### src/rtl/sdramTiming_defines.svh
// SDRAM timing in clock cycles; INIT_NOPS and REFRESH_INTERVAL are sized for simulation only
`ifndef SDRAM_TIMING_DEFINES_SVH
`define SDRAM_TIMING_DEFINES_SVH

// ----------------------------------------
// Power-up sequence
// ----------------------------------------
`define SDRAM_INIT_NOPS         20      // NOP cycles after reset, 100 us on real silicon
`define SDRAM_INIT_REFRESHES    8       // Auto-refreshes before the mode load

// ----------------------------------------
// Command spacing
// ----------------------------------------
`define SDRAM_TRP               2       // Precharge to next command
`define SDRAM_TRCD              2       // Activate to read or write
`define SDRAM_TRC               7       // Refresh to next command
`define SDRAM_TMRD              2       // Mode load to next command

// Burst geometry
`define SDRAM_CAS               2       // Read latency, matches the mode word
`define SDRAM_BURST             8       // 16-bit words per 128-bit line

// Refresh scheduling
`define SDRAM_REFRESH_INTERVAL  200     // Longest gap between auto-refreshes
`define SDRAM_REFRESH_MARGIN    24      // Early start so a full access still fits

`endif

### src/rtl/hostPkg.sv
// Host-side types for 128-bit lines on a 22-bit line address, 4 banks x 8K rows x 1K columns
package hostPkg;

    typedef logic [127:0] lineT;       // One Wishbone line, word 0 in the low bits
    typedef logic [15:0]  wordT;       // One SDRAM data word
    typedef logic [21:0]  lineAddrT;   // Bank 21:20, row 19:7, line in row 6:0

    // Fields handed to the sequencer
    typedef logic [1:0]   bankT;
    typedef logic [12:0]  rowT;
    typedef logic [9:0]   colT;        // Line number with three zero bits below
    typedef logic [2:0]   wordIdxT;    // Word position inside a burst

endpackage

### src/rtl/sdramCmdPkg.sv
// Device-side encodings; mode word is fixed to burst 8, sequential, CAS 2
package sdramCmdPkg;

    // Bits are the RAS, CAS and WE pin levels (CS held low outside)
    typedef enum logic [2:0] {
        CMD_LOAD_MODE = 3'b000,
        CMD_REFRESH   = 3'b001,
        CMD_PRECHARGE = 3'b010,
        CMD_ACTIVE    = 3'b011,
        CMD_WRITE     = 3'b100,
        CMD_READ      = 3'b101,
        CMD_NOP       = 3'b111     // 3'b110 is burst stop, never issued
    } sdramCmdT;

    // Sequencer states, init chain first
    typedef enum logic [3:0] {
        S_RESET,
        S_INIT_WAIT,
        S_INIT_PRECHARGE,
        S_INIT_REFRESH,
        S_INIT_MODE,
        S_IDLE,
        S_ACTIVATE,
        S_READ,
        S_WRITE,
        S_PRECHARGE,
        S_REFRESH
    } seqStateT;

    // Reserved 000, programmed write burst, op 00, CAS 010, sequential, BL 011
    localparam logic [12:0] modeWord = 13'b000_0_00_010_0_011;

endpackage

### src/rtl/burstCollect.sv
// Assembles one line from a burst of read words; datRead is only valid while ack is high
`include "sdramTiming_defines.svh"

module burstCollect (
    input  logic          Clock,
    input  logic          rstN,
    input  logic          wordValid,
    input  logic          writeDone,
    input  hostPkg::wordT dqIn,
    output logic          ack,
    output logic          done,
    output hostPkg::lineT datRead
);

    localparam int WORD_W = $bits(hostPkg::wordT);
    localparam int LINE_W = $bits(hostPkg::lineT);
    localparam hostPkg::wordIdxT LAST_WORD = hostPkg::wordIdxT'(`SDRAM_BURST - 1);

    hostPkg::wordIdxT wordCnt;
    logic             lastWord;

    assign lastWord = wordValid && (wordCnt == LAST_WORD);

    // ----------------------------------------
    // Word counter and completion pulse
    // ----------------------------------------
    always_ff @(posedge Clock) begin
        if (!rstN) begin
            wordCnt <= '0;
            ack     <= 1'b0;
        end else begin
            if (wordValid) wordCnt <= wordCnt + 1'b1;   // Wraps to 0 after the eighth word
            ack <= lastWord || writeDone;               // Single-cycle pulse
        end
    end

    assign done = ack;   // Frees the decoder in the same cycle the master sees ack

    // Shift right so the first word ends in the low 16 bits
    always_ff @(posedge Clock) begin
        if (wordValid) datRead <= {dqIn, datRead[LINE_W-1:WORD_W]};
    end

endmodule

### src/rtl/hostDecode.sv
// Captures one Wishbone classic request at a time; the master must hold it until ack
module hostDecode (
    input  logic              Clock,
    input  logic              rstN,
    input  logic              cyc,
    input  logic              stb,
    input  logic              we,
    input  hostPkg::lineAddrT adr,
    input  hostPkg::lineT     datWrite,
    input  logic              done,
    input  logic              reqTaken,
    input  hostPkg::wordIdxT  wordIdx,
    output logic              reqValid,
    output logic              reqWrite,
    output hostPkg::bankT     bank,
    output hostPkg::rowT      row,
    output hostPkg::colT      col,
    output hostPkg::wordT     writeWord
);

    logic              busy;       // Set from capture until completion
    logic              capture;
    hostPkg::lineAddrT adrReg;
    hostPkg::lineT     lineReg;

    assign capture = cyc && stb && !busy;

    // Request flags
    always_ff @(posedge Clock) begin
        if (!rstN) begin
            reqValid <= 1'b0;
            busy     <= 1'b0;
        end else if (capture) begin
            reqValid <= 1'b1;
            busy     <= 1'b1;
        end else begin
            if (reqTaken) reqValid <= 1'b0;   // Sequencer has issued ACTIVE
            if (done)     busy     <= 1'b0;   // Ack is on the bus this cycle
        end
    end

    // Captured payload, stable until the next capture
    always_ff @(posedge Clock) begin
        if (capture) begin
            reqWrite <= we;
            adrReg   <= adr;
            lineReg  <= datWrite;
        end
    end

    // Line address split
    assign bank = adrReg[21:20];
    assign row  = adrReg[19:7];
    assign col  = {adrReg[6:0], 3'b000};

    // Word select for the write burst
    assign writeWord = lineReg[wordIdx * $bits(hostPkg::wordT) +: $bits(hostPkg::wordT)];

endmodule

### src/rtl/sdramSequencer.sv
// Closes the row after every access; CAS latency must be 2 or 3 and INIT_NOPS below 65536
`include "sdramTiming_defines.svh"

module sdramSequencer (
    input  logic             Clock,
    input  logic             rstN,
    input  logic             reqValid,
    input  logic             reqWrite,
    input  hostPkg::bankT    bank,
    input  hostPkg::rowT     row,
    input  hostPkg::colT     col,
    input  hostPkg::wordT    writeWord,
    output logic             reqTaken,
    output logic             wordValid,
    output logic             writeDone,
    output hostPkg::wordIdxT wordIdx,
    output logic [12:0]      sdramAddr,
    output hostPkg::bankT    sdramBa,
    output logic             sdramCsN,
    output logic             sdramRasN,
    output logic             sdramCasN,
    output logic             sdramWeN,
    output logic             sdramCke,
    output logic [1:0]       sdramDqm,
    output hostPkg::wordT    dqOut,
    output logic             dqOe
);

    // Last count value of each timed state
    localparam logic [15:0] LAST_INIT  = 16'(`SDRAM_INIT_NOPS - 1);
    localparam logic [15:0] LAST_TRP   = 16'(`SDRAM_TRP - 1);
    localparam logic [15:0] LAST_TRCD  = 16'(`SDRAM_TRCD - 1);
    localparam logic [15:0] LAST_TRC   = 16'(`SDRAM_TRC - 1);
    localparam logic [15:0] LAST_TMRD  = 16'(`SDRAM_TMRD - 1);
    localparam logic [15:0] LAST_BURST = 16'(`SDRAM_BURST - 1);
    localparam logic [15:0] LAST_WRITE = 16'(`SDRAM_BURST);         // One write recovery cycle
    localparam logic [3:0]  LAST_IREF  = 4'(`SDRAM_INIT_REFRESHES - 1);
    localparam int          REF_W      = $clog2(`SDRAM_REFRESH_INTERVAL + 1);
    localparam logic [REF_W-1:0] REF_DUE =
        REF_W'(`SDRAM_REFRESH_INTERVAL - `SDRAM_REFRESH_MARGIN);

    sdramCmdPkg::seqStateT state, stateNext;
    sdramCmdPkg::sdramCmdT cmd;
    logic [15:0]           cnt, cntNext;          // Shared per-state cycle counter
    logic [3:0]            initRefCnt, initRefNext;
    logic [REF_W-1:0]      refCnt;
    logic                  refreshDue;
    logic                  inInit;
    logic                  readSlot;
    logic [`SDRAM_CAS-1:0] rdPipe;

    // ----------------------------------------
    // Registers
    // ----------------------------------------
    always_ff @(posedge Clock) begin
        if (!rstN) begin
            state      <= sdramCmdPkg::S_RESET;
            cnt        <= '0;
            initRefCnt <= '0;
            refCnt     <= '0;
            rdPipe     <= '0;
        end else begin
            state      <= stateNext;
            cnt        <= cntNext;
            initRefCnt <= initRefNext;
            rdPipe     <= {rdPipe[`SDRAM_CAS-2:0], readSlot};
            // Held at zero until the init refreshes start, restarted by every refresh
            if (state inside {sdramCmdPkg::S_INIT_WAIT, sdramCmdPkg::S_INIT_PRECHARGE} ||
                cmd == sdramCmdPkg::CMD_REFRESH)
                refCnt <= '0;
            else
                refCnt <= refCnt + 1'b1;
        end
    end

    assign refreshDue = (refCnt >= REF_DUE);

    // ----------------------------------------
    // State machine
    // ----------------------------------------
    always_comb begin
        stateNext   = state;
        cntNext     = cnt + 16'd1;
        initRefNext = initRefCnt;
        cmd         = sdramCmdPkg::CMD_NOP;
        sdramAddr   = '0;
        sdramBa     = '0;
        case (state)
            sdramCmdPkg::S_RESET: begin
                stateNext = sdramCmdPkg::S_INIT_WAIT;
                cntNext   = '0;
            end
            sdramCmdPkg::S_INIT_WAIT: begin
                if (cnt == LAST_INIT) begin
                    stateNext = sdramCmdPkg::S_INIT_PRECHARGE;
                    cntNext   = '0;
                end
            end
            sdramCmdPkg::S_INIT_PRECHARGE: begin
                if (cnt == '0) begin
                    cmd           = sdramCmdPkg::CMD_PRECHARGE;
                    sdramAddr[10] = 1'b1;                   // A10 high selects all banks
                end
                if (cnt == LAST_TRP) begin
                    stateNext = sdramCmdPkg::S_INIT_REFRESH;
                    cntNext   = '0;
                end
            end
            sdramCmdPkg::S_INIT_REFRESH: begin
                if (cnt == '0) cmd = sdramCmdPkg::CMD_REFRESH;
                if (cnt == LAST_TRC) begin
                    cntNext     = '0;
                    initRefNext = initRefCnt + 4'd1;
                    if (initRefCnt == LAST_IREF) stateNext = sdramCmdPkg::S_INIT_MODE;
                end
            end
            sdramCmdPkg::S_INIT_MODE: begin
                if (cnt == '0) begin
                    cmd       = sdramCmdPkg::CMD_LOAD_MODE;
                    sdramAddr = sdramCmdPkg::modeWord;
                end
                if (cnt == LAST_TMRD) begin
                    stateNext = sdramCmdPkg::S_IDLE;
                    cntNext   = '0;
                end
            end
            sdramCmdPkg::S_IDLE: begin
                cntNext = '0;
                if (refreshDue)    stateNext = sdramCmdPkg::S_REFRESH;   // Refresh wins
                else if (reqValid) stateNext = sdramCmdPkg::S_ACTIVATE;
            end
            sdramCmdPkg::S_ACTIVATE: begin
                if (cnt == '0) begin
                    cmd       = sdramCmdPkg::CMD_ACTIVE;
                    sdramAddr = row;
                    sdramBa   = bank;
                end
                if (cnt == LAST_TRCD) begin
                    stateNext = reqWrite ? sdramCmdPkg::S_WRITE : sdramCmdPkg::S_READ;
                    cntNext   = '0;
                end
            end
            sdramCmdPkg::S_READ: begin
                if (cnt == '0) begin
                    cmd       = sdramCmdPkg::CMD_READ;
                    sdramAddr = {3'b000, col};               // A10 low, no auto-precharge
                    sdramBa   = bank;
                end
                if (cnt == LAST_BURST) begin
                    stateNext = sdramCmdPkg::S_PRECHARGE;
                    cntNext   = '0;
                end
            end
            sdramCmdPkg::S_WRITE: begin
                if (cnt == '0) begin
                    cmd       = sdramCmdPkg::CMD_WRITE;
                    sdramAddr = {3'b000, col};
                    sdramBa   = bank;
                end
                if (cnt == LAST_WRITE) begin
                    stateNext = sdramCmdPkg::S_PRECHARGE;
                    cntNext   = '0;
                end
            end
            sdramCmdPkg::S_PRECHARGE: begin
                if (cnt == '0) begin
                    cmd     = sdramCmdPkg::CMD_PRECHARGE;    // Single bank, A10 low
                    sdramBa = bank;
                end
                if (cnt == LAST_TRP) begin
                    stateNext = sdramCmdPkg::S_IDLE;
                    cntNext   = '0;
                end
            end
            sdramCmdPkg::S_REFRESH: begin
                if (cnt == '0) cmd = sdramCmdPkg::CMD_REFRESH;
                if (cnt == LAST_TRC) begin
                    stateNext = sdramCmdPkg::S_IDLE;
                    cntNext   = '0;
                end
            end
            default: begin
                stateNext = sdramCmdPkg::S_IDLE;
                cntNext   = '0;
            end
        endcase
    end

    // ----------------------------------------
    // Handshakes and data path
    // ----------------------------------------
    assign reqTaken  = (state == sdramCmdPkg::S_ACTIVATE) && (cnt == '0);
    assign writeDone = (state == sdramCmdPkg::S_WRITE) && (cnt == LAST_BURST);
    assign readSlot  = (state == sdramCmdPkg::S_READ);     // Device clocks out one word
    assign wordValid = rdPipe[`SDRAM_CAS-1];               // Word lands CAS cycles later

    // Word 0 goes out with the WRITE command
    assign wordIdx = hostPkg::wordIdxT'(cnt);
    assign dqOut   = writeWord;
    assign dqOe    = (state == sdramCmdPkg::S_WRITE) && (cnt <= LAST_BURST);

    // Pins
    assign {sdramRasN, sdramCasN, sdramWeN} = cmd;
    assign sdramCsN = 1'b0;
    assign sdramCke = 1'b1;                                 // No power-down
    assign inInit   = state inside {sdramCmdPkg::S_RESET, sdramCmdPkg::S_INIT_WAIT,
                                    sdramCmdPkg::S_INIT_PRECHARGE,
                                    sdramCmdPkg::S_INIT_REFRESH, sdramCmdPkg::S_INIT_MODE};
    assign sdramDqm = inInit ? 2'b11 : 2'b00;               // Masked until init ends

endmodule

### src/rtl/sdramTop.sv
// SDRAM controller top; the DQ tristate buffer lives in a board wrapper outside this design
module sdramTop (
    input  logic              Clock,
    input  logic              rstN,
    // Wishbone classic slave
    input  logic              cyc,
    input  logic              stb,
    input  logic              we,
    input  hostPkg::lineAddrT adr,
    input  hostPkg::lineT     datWrite,
    output hostPkg::lineT     datRead,
    output logic              ack,
    // SDRAM pins
    output logic [12:0]       sdramAddr,
    output hostPkg::bankT     sdramBa,
    output logic              sdramCsN,
    output logic              sdramRasN,
    output logic              sdramCasN,
    output logic              sdramWeN,
    output logic              sdramCke,
    output logic [1:0]        sdramDqm,
    output hostPkg::wordT     dqOut,
    output logic              dqOe,
    input  hostPkg::wordT     dqIn
);

    // ----------------------------------------
    // Internal handshake
    // ----------------------------------------
    logic             reqValid;
    logic             reqWrite;
    logic             reqTaken;
    logic             wordValid;
    logic             writeDone;
    logic             done;
    hostPkg::bankT    bank;
    hostPkg::rowT     row;
    hostPkg::colT     col;
    hostPkg::wordT    writeWord;
    hostPkg::wordIdxT wordIdx;

    hostDecode uDecode (
        .Clock(Clock), .rstN(rstN),
        .cyc(cyc), .stb(stb), .we(we), .adr(adr), .datWrite(datWrite),
        .done(done), .reqTaken(reqTaken), .wordIdx(wordIdx),
        .reqValid(reqValid), .reqWrite(reqWrite),
        .bank(bank), .row(row), .col(col), .writeWord(writeWord)
    );

    sdramSequencer uSeq (
        .Clock(Clock), .rstN(rstN),
        .reqValid(reqValid), .reqWrite(reqWrite),
        .bank(bank), .row(row), .col(col), .writeWord(writeWord),
        .reqTaken(reqTaken), .wordValid(wordValid), .writeDone(writeDone),
        .wordIdx(wordIdx),
        .sdramAddr(sdramAddr), .sdramBa(sdramBa), .sdramCsN(sdramCsN),
        .sdramRasN(sdramRasN), .sdramCasN(sdramCasN), .sdramWeN(sdramWeN),
        .sdramCke(sdramCke), .sdramDqm(sdramDqm),
        .dqOut(dqOut), .dqOe(dqOe)
    );

    burstCollect uCollect (
        .Clock(Clock), .rstN(rstN),
        .wordValid(wordValid), .writeDone(writeDone), .dqIn(dqIn),
        .ack(ack), .done(done), .datRead(datRead)
    );

endmodule

### config.mk
export PLATFORM = sky130hd
export DESIGN_NAME = sdramTop
export DESIGN_NICKNAME = d
export VERILOG_FILES = /design/src/rtl/hostPkg.sv /design/src/rtl/sdramCmdPkg.sv /design/src/rtl/burstCollect.sv /design/src/rtl/hostDecode.sv /design/src/rtl/sdramSequencer.sv /design/src/rtl/sdramTop.sv
export VERILOG_INCLUDE_DIRS = /design/src /design/src/rtl
export SDC_FILE = /design/constraint.sdc
export NUM_CORES = 1
export LEC_CHECK = 0
export ABC_CLOCK_PERIOD_IN_PS = 13700
export BUFFER_PORTS_ARGS = -buffer_cell sky130_fd_sc_hd__buf_4
export CORE_ASPECT_RATIO = 0.75
export CORE_UTILIZATION = 45
export CTS_CLUSTER_DIAMETER = 100
export CTS_CLUSTER_SIZE = 8
export DETAILED_ROUTE_END_ITERATION = 6
export PLACE_DENSITY = 0.82
export SYNTH_ARGS = -nofsm -noshare
export SYNTH_HDL_FRONTEND = slang
export SYNTH_SLANG_ARGS = --single-unit
### constraint.sdc
create_clock -name Clock -period 13.7 [get_ports Clock]
set_input_delay 2.055 -clock Clock [delete_from_list [all_inputs] [get_ports Clock]]
set_output_delay 2.055 -clock Clock [all_outputs]
set_load 0.01 [all_outputs]
# ---- Yosys cells after proc, flatten, opt, wreduce, memory -nomap -nowiden
# Index checks and enable logic that the tools add are counted.
dict set report word_totals {
  out_inout_bits 168
  input_bits 171
  wordCells 113
  ff_bits 319
}
dict set report op_classes {
  shifts 1
  n_eq_ne 28
  n_addsub 4
  muxes 40
  reduce_logical 24
  order_cmp 2
  bitwise_logic 1
}
# operator n
set op_table {}
lappend op_table {{$shiftx 128x8->16} 1}
lappend op_table {{$mux 16} 5}
lappend op_table {{$pmux 16 s5} 1}
lappend op_table {{$mux 4} 12}
lappend op_table {{$pmux 4 s10} 1}
lappend op_table {{$eq 16x3->1 const B} 2}
lappend op_table {{$pmux 10 s3} 1}
lappend op_table {{$eq 4x3->1 const B} 5}
lappend op_table {{$pmux 3 s6} 1}
lappend op_table {{$add 16x1->16 const B} 1}
lappend op_table {{$eq 16x1->1 const B} 1}
lappend op_table {{$eq 16x4->1 const B} 1}
lappend op_table {{$eq 16x5->1 const B} 1}
lappend op_table {{$le 16x3->1 const B} 1}
lappend op_table {{$logic_not 16->1} 1}
lappend op_table {{$mux 13} 1}
lappend op_table {{$eq 4x4->1 const B} 3}
lappend op_table {{$mux 3} 4}
lappend op_table {{$ne 2x1->1 const B} 6}
lappend op_table {{$mux 10} 1}
lappend op_table {{$mux 2} 5}
lappend op_table {{$reduce_and 10->1} 1}
lappend op_table {{$reduce_or 2->1} 5}
lappend op_table {{$add 8x1->8 const B} 1}
lappend op_table {{other kinds (22)} 38}

# ---- Longest topological paths before layout
dict set report logic_depth {
  ltp_word 6
  ltp_mapped 10
  ltp_nobuf 8
}

# ---- Modules after synthesis
# From an unflattened synthesis, not the netlist that was laid out.
dict set report hier_totals {
  hier_cells 656
  hier_area_um2 12061.6
}
# module cells_each area_per_inst_um2 seq_area_each_um2 n_inst
set by_module_without_submodules {}
lappend by_module_without_submodules {hostDecode 220 5710.5 4574.4 1}
lappend by_module_without_submodules {burstCollect 143 4015.1 3923.8 1}
lappend by_module_without_submodules {sdramSequencer 293 2336.0 680.7 1}

# ---- Worst setup path before layout
# Ideal clock, no wire load.
dict set report synth_path {
  kind {in2reg}
  startpoint {input port cyc}
  endpoint {register uDecode.adrReg[0] (enable)}
  stages 3
  path_slack_ns 7.885
  t_arrival_ns 5.312
  required_time_ns 13.196
  setup_ns 0.504
  path_buffers 0
  path_cell_list {nand2_1 or2_2 inv_1}
}
dict set report synth_between {
  elab_chain_cells 2
}
# element line
set synth_lines {}
lappend synth_lines {{start, declared} sdramTop.sv:6} ;# input logic cyc,
lappend synth_lines {{$logic_and 1x1->1 (2 in a row)} hostDecode.sv:26} ;# assign capture = cyc && stb && !busy;
lappend synth_lines {{net uDecode.capture} hostDecode.sv:22} ;# logic capture;
lappend synth_lines {{end signal, assigned} hostDecode.sv:46} ;# adrReg <= adr;
lappend synth_lines {{end, declared} hostDecode.sv:23} ;# hostPkg::lineAddrT adrReg;
# The timed path passes the listed nets, and every way through them passes these cells.
# A chain may end at the register's enable or synchronous reset.

# ---- Final worst setup path
dict set report layout_path {
  startpoint {register uSeq.cnt[12]}
  endpoint {output port sdramAddr[4]}
}
dict set report layout_between {
  elab_chain_cells 3
  word_cells_on_any_way 4
  classes_between {mux: 3; reduce/logical: 1}
}
# element line
set layout_lines {}
lappend layout_lines {{start, declared} sdramSequencer.sv:44} ;# logic [15:0] cnt, cntNext;
lappend layout_lines {{start signal, assigned} sdramSequencer.sv:64} ;# cnt <= cntNext;
lappend layout_lines {{$logic_not 16->1 (*)} {sdramSequencer.sv:133, sdramSequencer.sv:144, sdramSequencer.sv:155}}
lappend layout_lines {{$mux 10 or $mux 13 (tied branches)} {sdramSequencer.sv:144, sdramSequencer.sv:155, sdramSequencer.sv:133}}
lappend layout_lines {{$pmux 10 s3 (*)} sdramSequencer.sv:88} ;# case (state)
lappend layout_lines {{end, declared} sdramTop.sv:14} ;# output logic [12:0] sdramAddr,
# Mark *: on every way between the ends. The rest lies on a longest branch, timed or not.

==> impl_metrics.yaml <==
clocking:
  postCtsSetupRepairBufs: 0
  clock_path_buffers: 3
  clock-sinks: 319
  htreeDepth: 2
  cts_resized: 0
  worstSkewPairLatency_ns: 0.53
  cts.reportedPaths.clkPinSlew_ns: 0.06
  cts_hold_buffers: 0
  root_buffer: "clkbuf_16"
  number_of_buffers_added_by_the_clock_tree_synthesis_step: 45
  cts_tree: "built"
sta:
  hold_viol_final: 0
  period_share_pct: 40.8
  timing.setup.tns_ns: 0
  postLayoutSetupSlackWorst_ns: 8.11
  finalSetupViolCount: 0
  fin_crit_ns: 5.59
  slew_headroom_pct: 19.8
  slew_viol_final: 0
  skew_ns: 0.0193
  worstMarginPinSlew_ns: 1.20
  rsz0062_at_grt: "no"
  max_clock_freq_mhz: 179
cells_and_area:
  final_nets: 1166
  area.sequential_sq_mm: 0.00919
  multi_input_area_sq_mm: 0.00229
  layout-area-overhead-vs-synth_pct: 35.2
  summed_area_of_non_filler_cells_in_the_final_layout_sq_mm: 0.0158
  drive_gt1_share_pct: 44.9
  fillerInstances: 1759
floorplan:
  placeableCoreArea_sq_mm: 0.0252
  floorplan.rows: 50
  pin_count: 339
  die_area_sq_mm: 0.0266
  die_height_um: 141
  start_util_pct: 46.2
  die_width_um: 188
worst_setup_path:
  endpoint_kind: "primary output"
  worst-path-buf-inv: 1
  critical_path.max_stage_delay_ns: 0.67
  critPathTopFamily: "simple AND/OR/NAND/NOR gates"
  critical_path_arrival_ns: 3.53
  critical-path-top-cell-by-count: "or4_4"
  reg2reg_from: "uSeq.cnt[1]$_SDFF_PN0_"
  worstPathCellList: "or4_4 -> or4_4 -> nor2_2 -> and3_1 -> a22o_1 -> buf_4"
  crit_path_start_kind: "register"
  r2r_setup_slack_ns: 10.29
  critPathMaxFanout: 11
  regToRegEndpoint: "uSeq.cnt[14]$_SDFF_PN0_"
  critical-path-slowest-cell: "and3_1"
  crit_path_required_time_ns: 11.64
  reg2regPathDepth: 6
  timing.setup.critical_path_class: "register to primary output"
drt:
  dr.first_iter.drc_count: 641
  routed-via-count: 6875
  antenna_left: 0
  vias_per_cell: 5.13
  wl_per_cell_um: 20.9
  post-route-drc-count: 0
  wirelength_mm: 28.0
  drt-pass1-iter-count: 5
global_route:
  globalRoute.totalOverflow: 0
  grt_first_pass_wirelength_mm: 41.4
  maximum_number_of_pins_on_one_net_before_global_route_repair: 84
  number_of_global_route_vias_before_repair: 7130
  grt_antenna_before_repair: 1
  gr-usage-all-layers_pct: 20.8
synthesis:
  yosys_register_bits: 319
  post_synthesis_area_per_instance_sq_um: 18.6
  number_of_enable_type_register_cells_in_the_synthesized_netlist: 279
  ys_async_sr_fraction_pct: 0
  synth_top_area_share_pct: 71.9
  post_synth_most_frequent_cells: "edfxtp_1, nor2_1, dfxtp_1"
  mappedNetlistArea_sq_mm: 0.0117
  synth.distinct_cells: 50
  seq_area_frac_synth_pct: 78.8
  synth.yosys.warnings: 0
  synth_nets: 808
  syn-instance-count: 628
  synth_area_leader_cell: "edfxtp_1"
  synth.area.top_cells: "edfxtp_1, dfxtp_1, mux4_2"
  most_frequent_cell_after_synthesis: "edfxtp_1"
  synth-main-ff-cell: "edfxtp_1"
hold_path:
  min_delay_path_depth: 1
  hold-path-endpoint: "uSeq.rdPipe[1]$_SDFF_PN0_"
  min_path_type: "register to register"
  startpoint_of_the_most_critical_hold_path: "uSeq.rdPipe[0]$_SDFF_PN0_"
power_and_ir_drop:
  power.leakage_nw: 5.88
  max-vdd-ir-drop_uv: 110
  power-per-cell-area_mw_per_mm2: 159
place:
  post_placement_worst_setup_slack_ns: 8.67
  gp_congestion: 0.864
  dp.final_hpwl_mm: 19.6
  place_area_sq_mm: 0.0145
  place.port_buffers: 336
status:
  outcome: "complete, no violations"
run:
  drv.max_cap_violation_count: 0
-- registers in the layout (all words and copies together) (netlist names) --
signal            cells
uSeq.cnt             16
uSeq.state            4
uSeq.initRefCnt       4
uDecode.reqWrite      1
uCollect.wordCnt      3
uDecode.busy          1
uCollect.datRead    128
uDecode.lineReg     128
uDecode.reqValid      1
uDecode.adrReg       22
uCollect.ack          1
uSeq.refCnt           8
uSeq.rdPipe           2
-- final cells by class --
cell class / instances / share of cell area, %
Multi-Input combinational cell: 265 / 14.5
Sequential cell: 319 / 58.3
Tap cell: 338 / 2.68
Clock buffer: 59 / 7.48
Timing Repair Buffer: 340 / 16.2
Antenna cell: 1 / 0.0159
Clock inverter: 3 / 0.373
Inverter: 15 / 0.389
-- cell families (layout without fill, tap and decap cells) --
kind of cell             count (synthesis)  count (layout)  synth area share, %
flip-flops                             319             319                 78.8
AND/OR/NAND/NOR                        127             127                 5.79
AO/OA/AOI/OAI                           51              51                 2.97
multiplexers                            51              51                 7.99
buffers and inverters                   44             417                 1.58
XOR/XNOR                                25              25                 1.88
adder cells (fa/ha/maj)                  9               9                0.966
other                                    2               3               0.0644
-- placed cells by master (no fill, tap or decap), types with 3 or more instances in the layout --
master | Yosys | routed
buf_4 | 4 | 340
edfxtp_1 | 279 | 279
clkbuf_16 | 0 | 45
nor2_1 | 41 | 41
dfxtp_1 | 40 | 37
mux4_2 | 32 | 32
mux2_2 | 16 | 16
a21oi_1 | 16 | 16
nand3_1 | 15 | 15
inv_1 | 15 | 14
clkbuf_1 | 19 | 14
xor2_1 | 13 | 13
nand2_1 | 12 | 12
xnor2_1 | 12 | 12
nand2b_1 | 11 | 11
and3_1 | 9 | 9
o21ai_0 | 9 | 9
nor3_1 | 9 | 9
ha_1 | 9 | 9
and2_1 | 7 | 7
a22o_1 | 7 | 7
nor4_1 | 4 | 4
or4_4 | 3 | 3
or4_1 | 3 | 3
o22ai_1 | 3 | 3
nand3b_1 | 3 | 3
mux2i_1 | 3 | 3
nand4_1 | 3 | 3
-- power breakdown --
part	leakage [nW]	switching, mW	internal (mW)
Sequential	2.88	0.0377	1.09
Combinational	2.40	0.201	0.200
Clock	0.597	0.380	0.595
Total	5.88	0.619	1.89
-- how the worst max path moves through the flow --
stage / start / end / slack, ns / cells past startpoint
2_1_floorplan: cyc / uDecode.adrReg[0]$_DFFE_PP_ / 7.88 / 3
3_3_place_gp: uSeq.cnt[10]$_SDFF_PN0_ / sdramAddr[4] / 8.76 / 6
3_5_place_dp: uSeq.cnt[10]$_SDFF_PN0_ / sdramAddr[4] / 8.67 / 6
4_1_cts: uSeq.cnt[12]$_SDFF_PN0_ / sdramAddr[4] / 8.11 / 6
5_1_grt: uSeq.cnt[12]$_SDFF_PN0_ / sdramAddr[4] / 7.99 / 6
6_report: uSeq.cnt[12]$_SDFF_PN0_ / sdramAddr[4] / 8.11 / 6
-- stage by stage --
step                std cells  utilization (%)  hold slack, ns  power [mW]
floorplan                 628                -           0.412        1.40
global placement         1277             57.6           0.419        1.54
detailed placement       1277             57.6           0.420        1.54
CTS                      1339             62.5           0.413        2.53
global route             1340             62.5           0.429        2.61
finish                   1340             62.5           0.419        2.50
-- per-layer routing --
metal | vias up | track usage (%) | part of all wire [%]
li1 | 3139 | - | -
met1 | 3375 | 25.2 | 39
met2 | 308 | 36.1 | 52
met3 | 53 | 5.39 | 7.3
met4 | 0 | 7.53 | 2.2
met5 | - | 0 | 0
-- worst register-to-register path: stages, from the launching register on --
cell and delay [ns]:
dfxtp_2 0.92, ha_1 0.28, nand2_1 0.11, o32ai_1 0.45
a21oi_1 0.28, o31ai_2 1.07, nor2_1 0.14
Note: power is estimated with default switching activity, not from simulation.
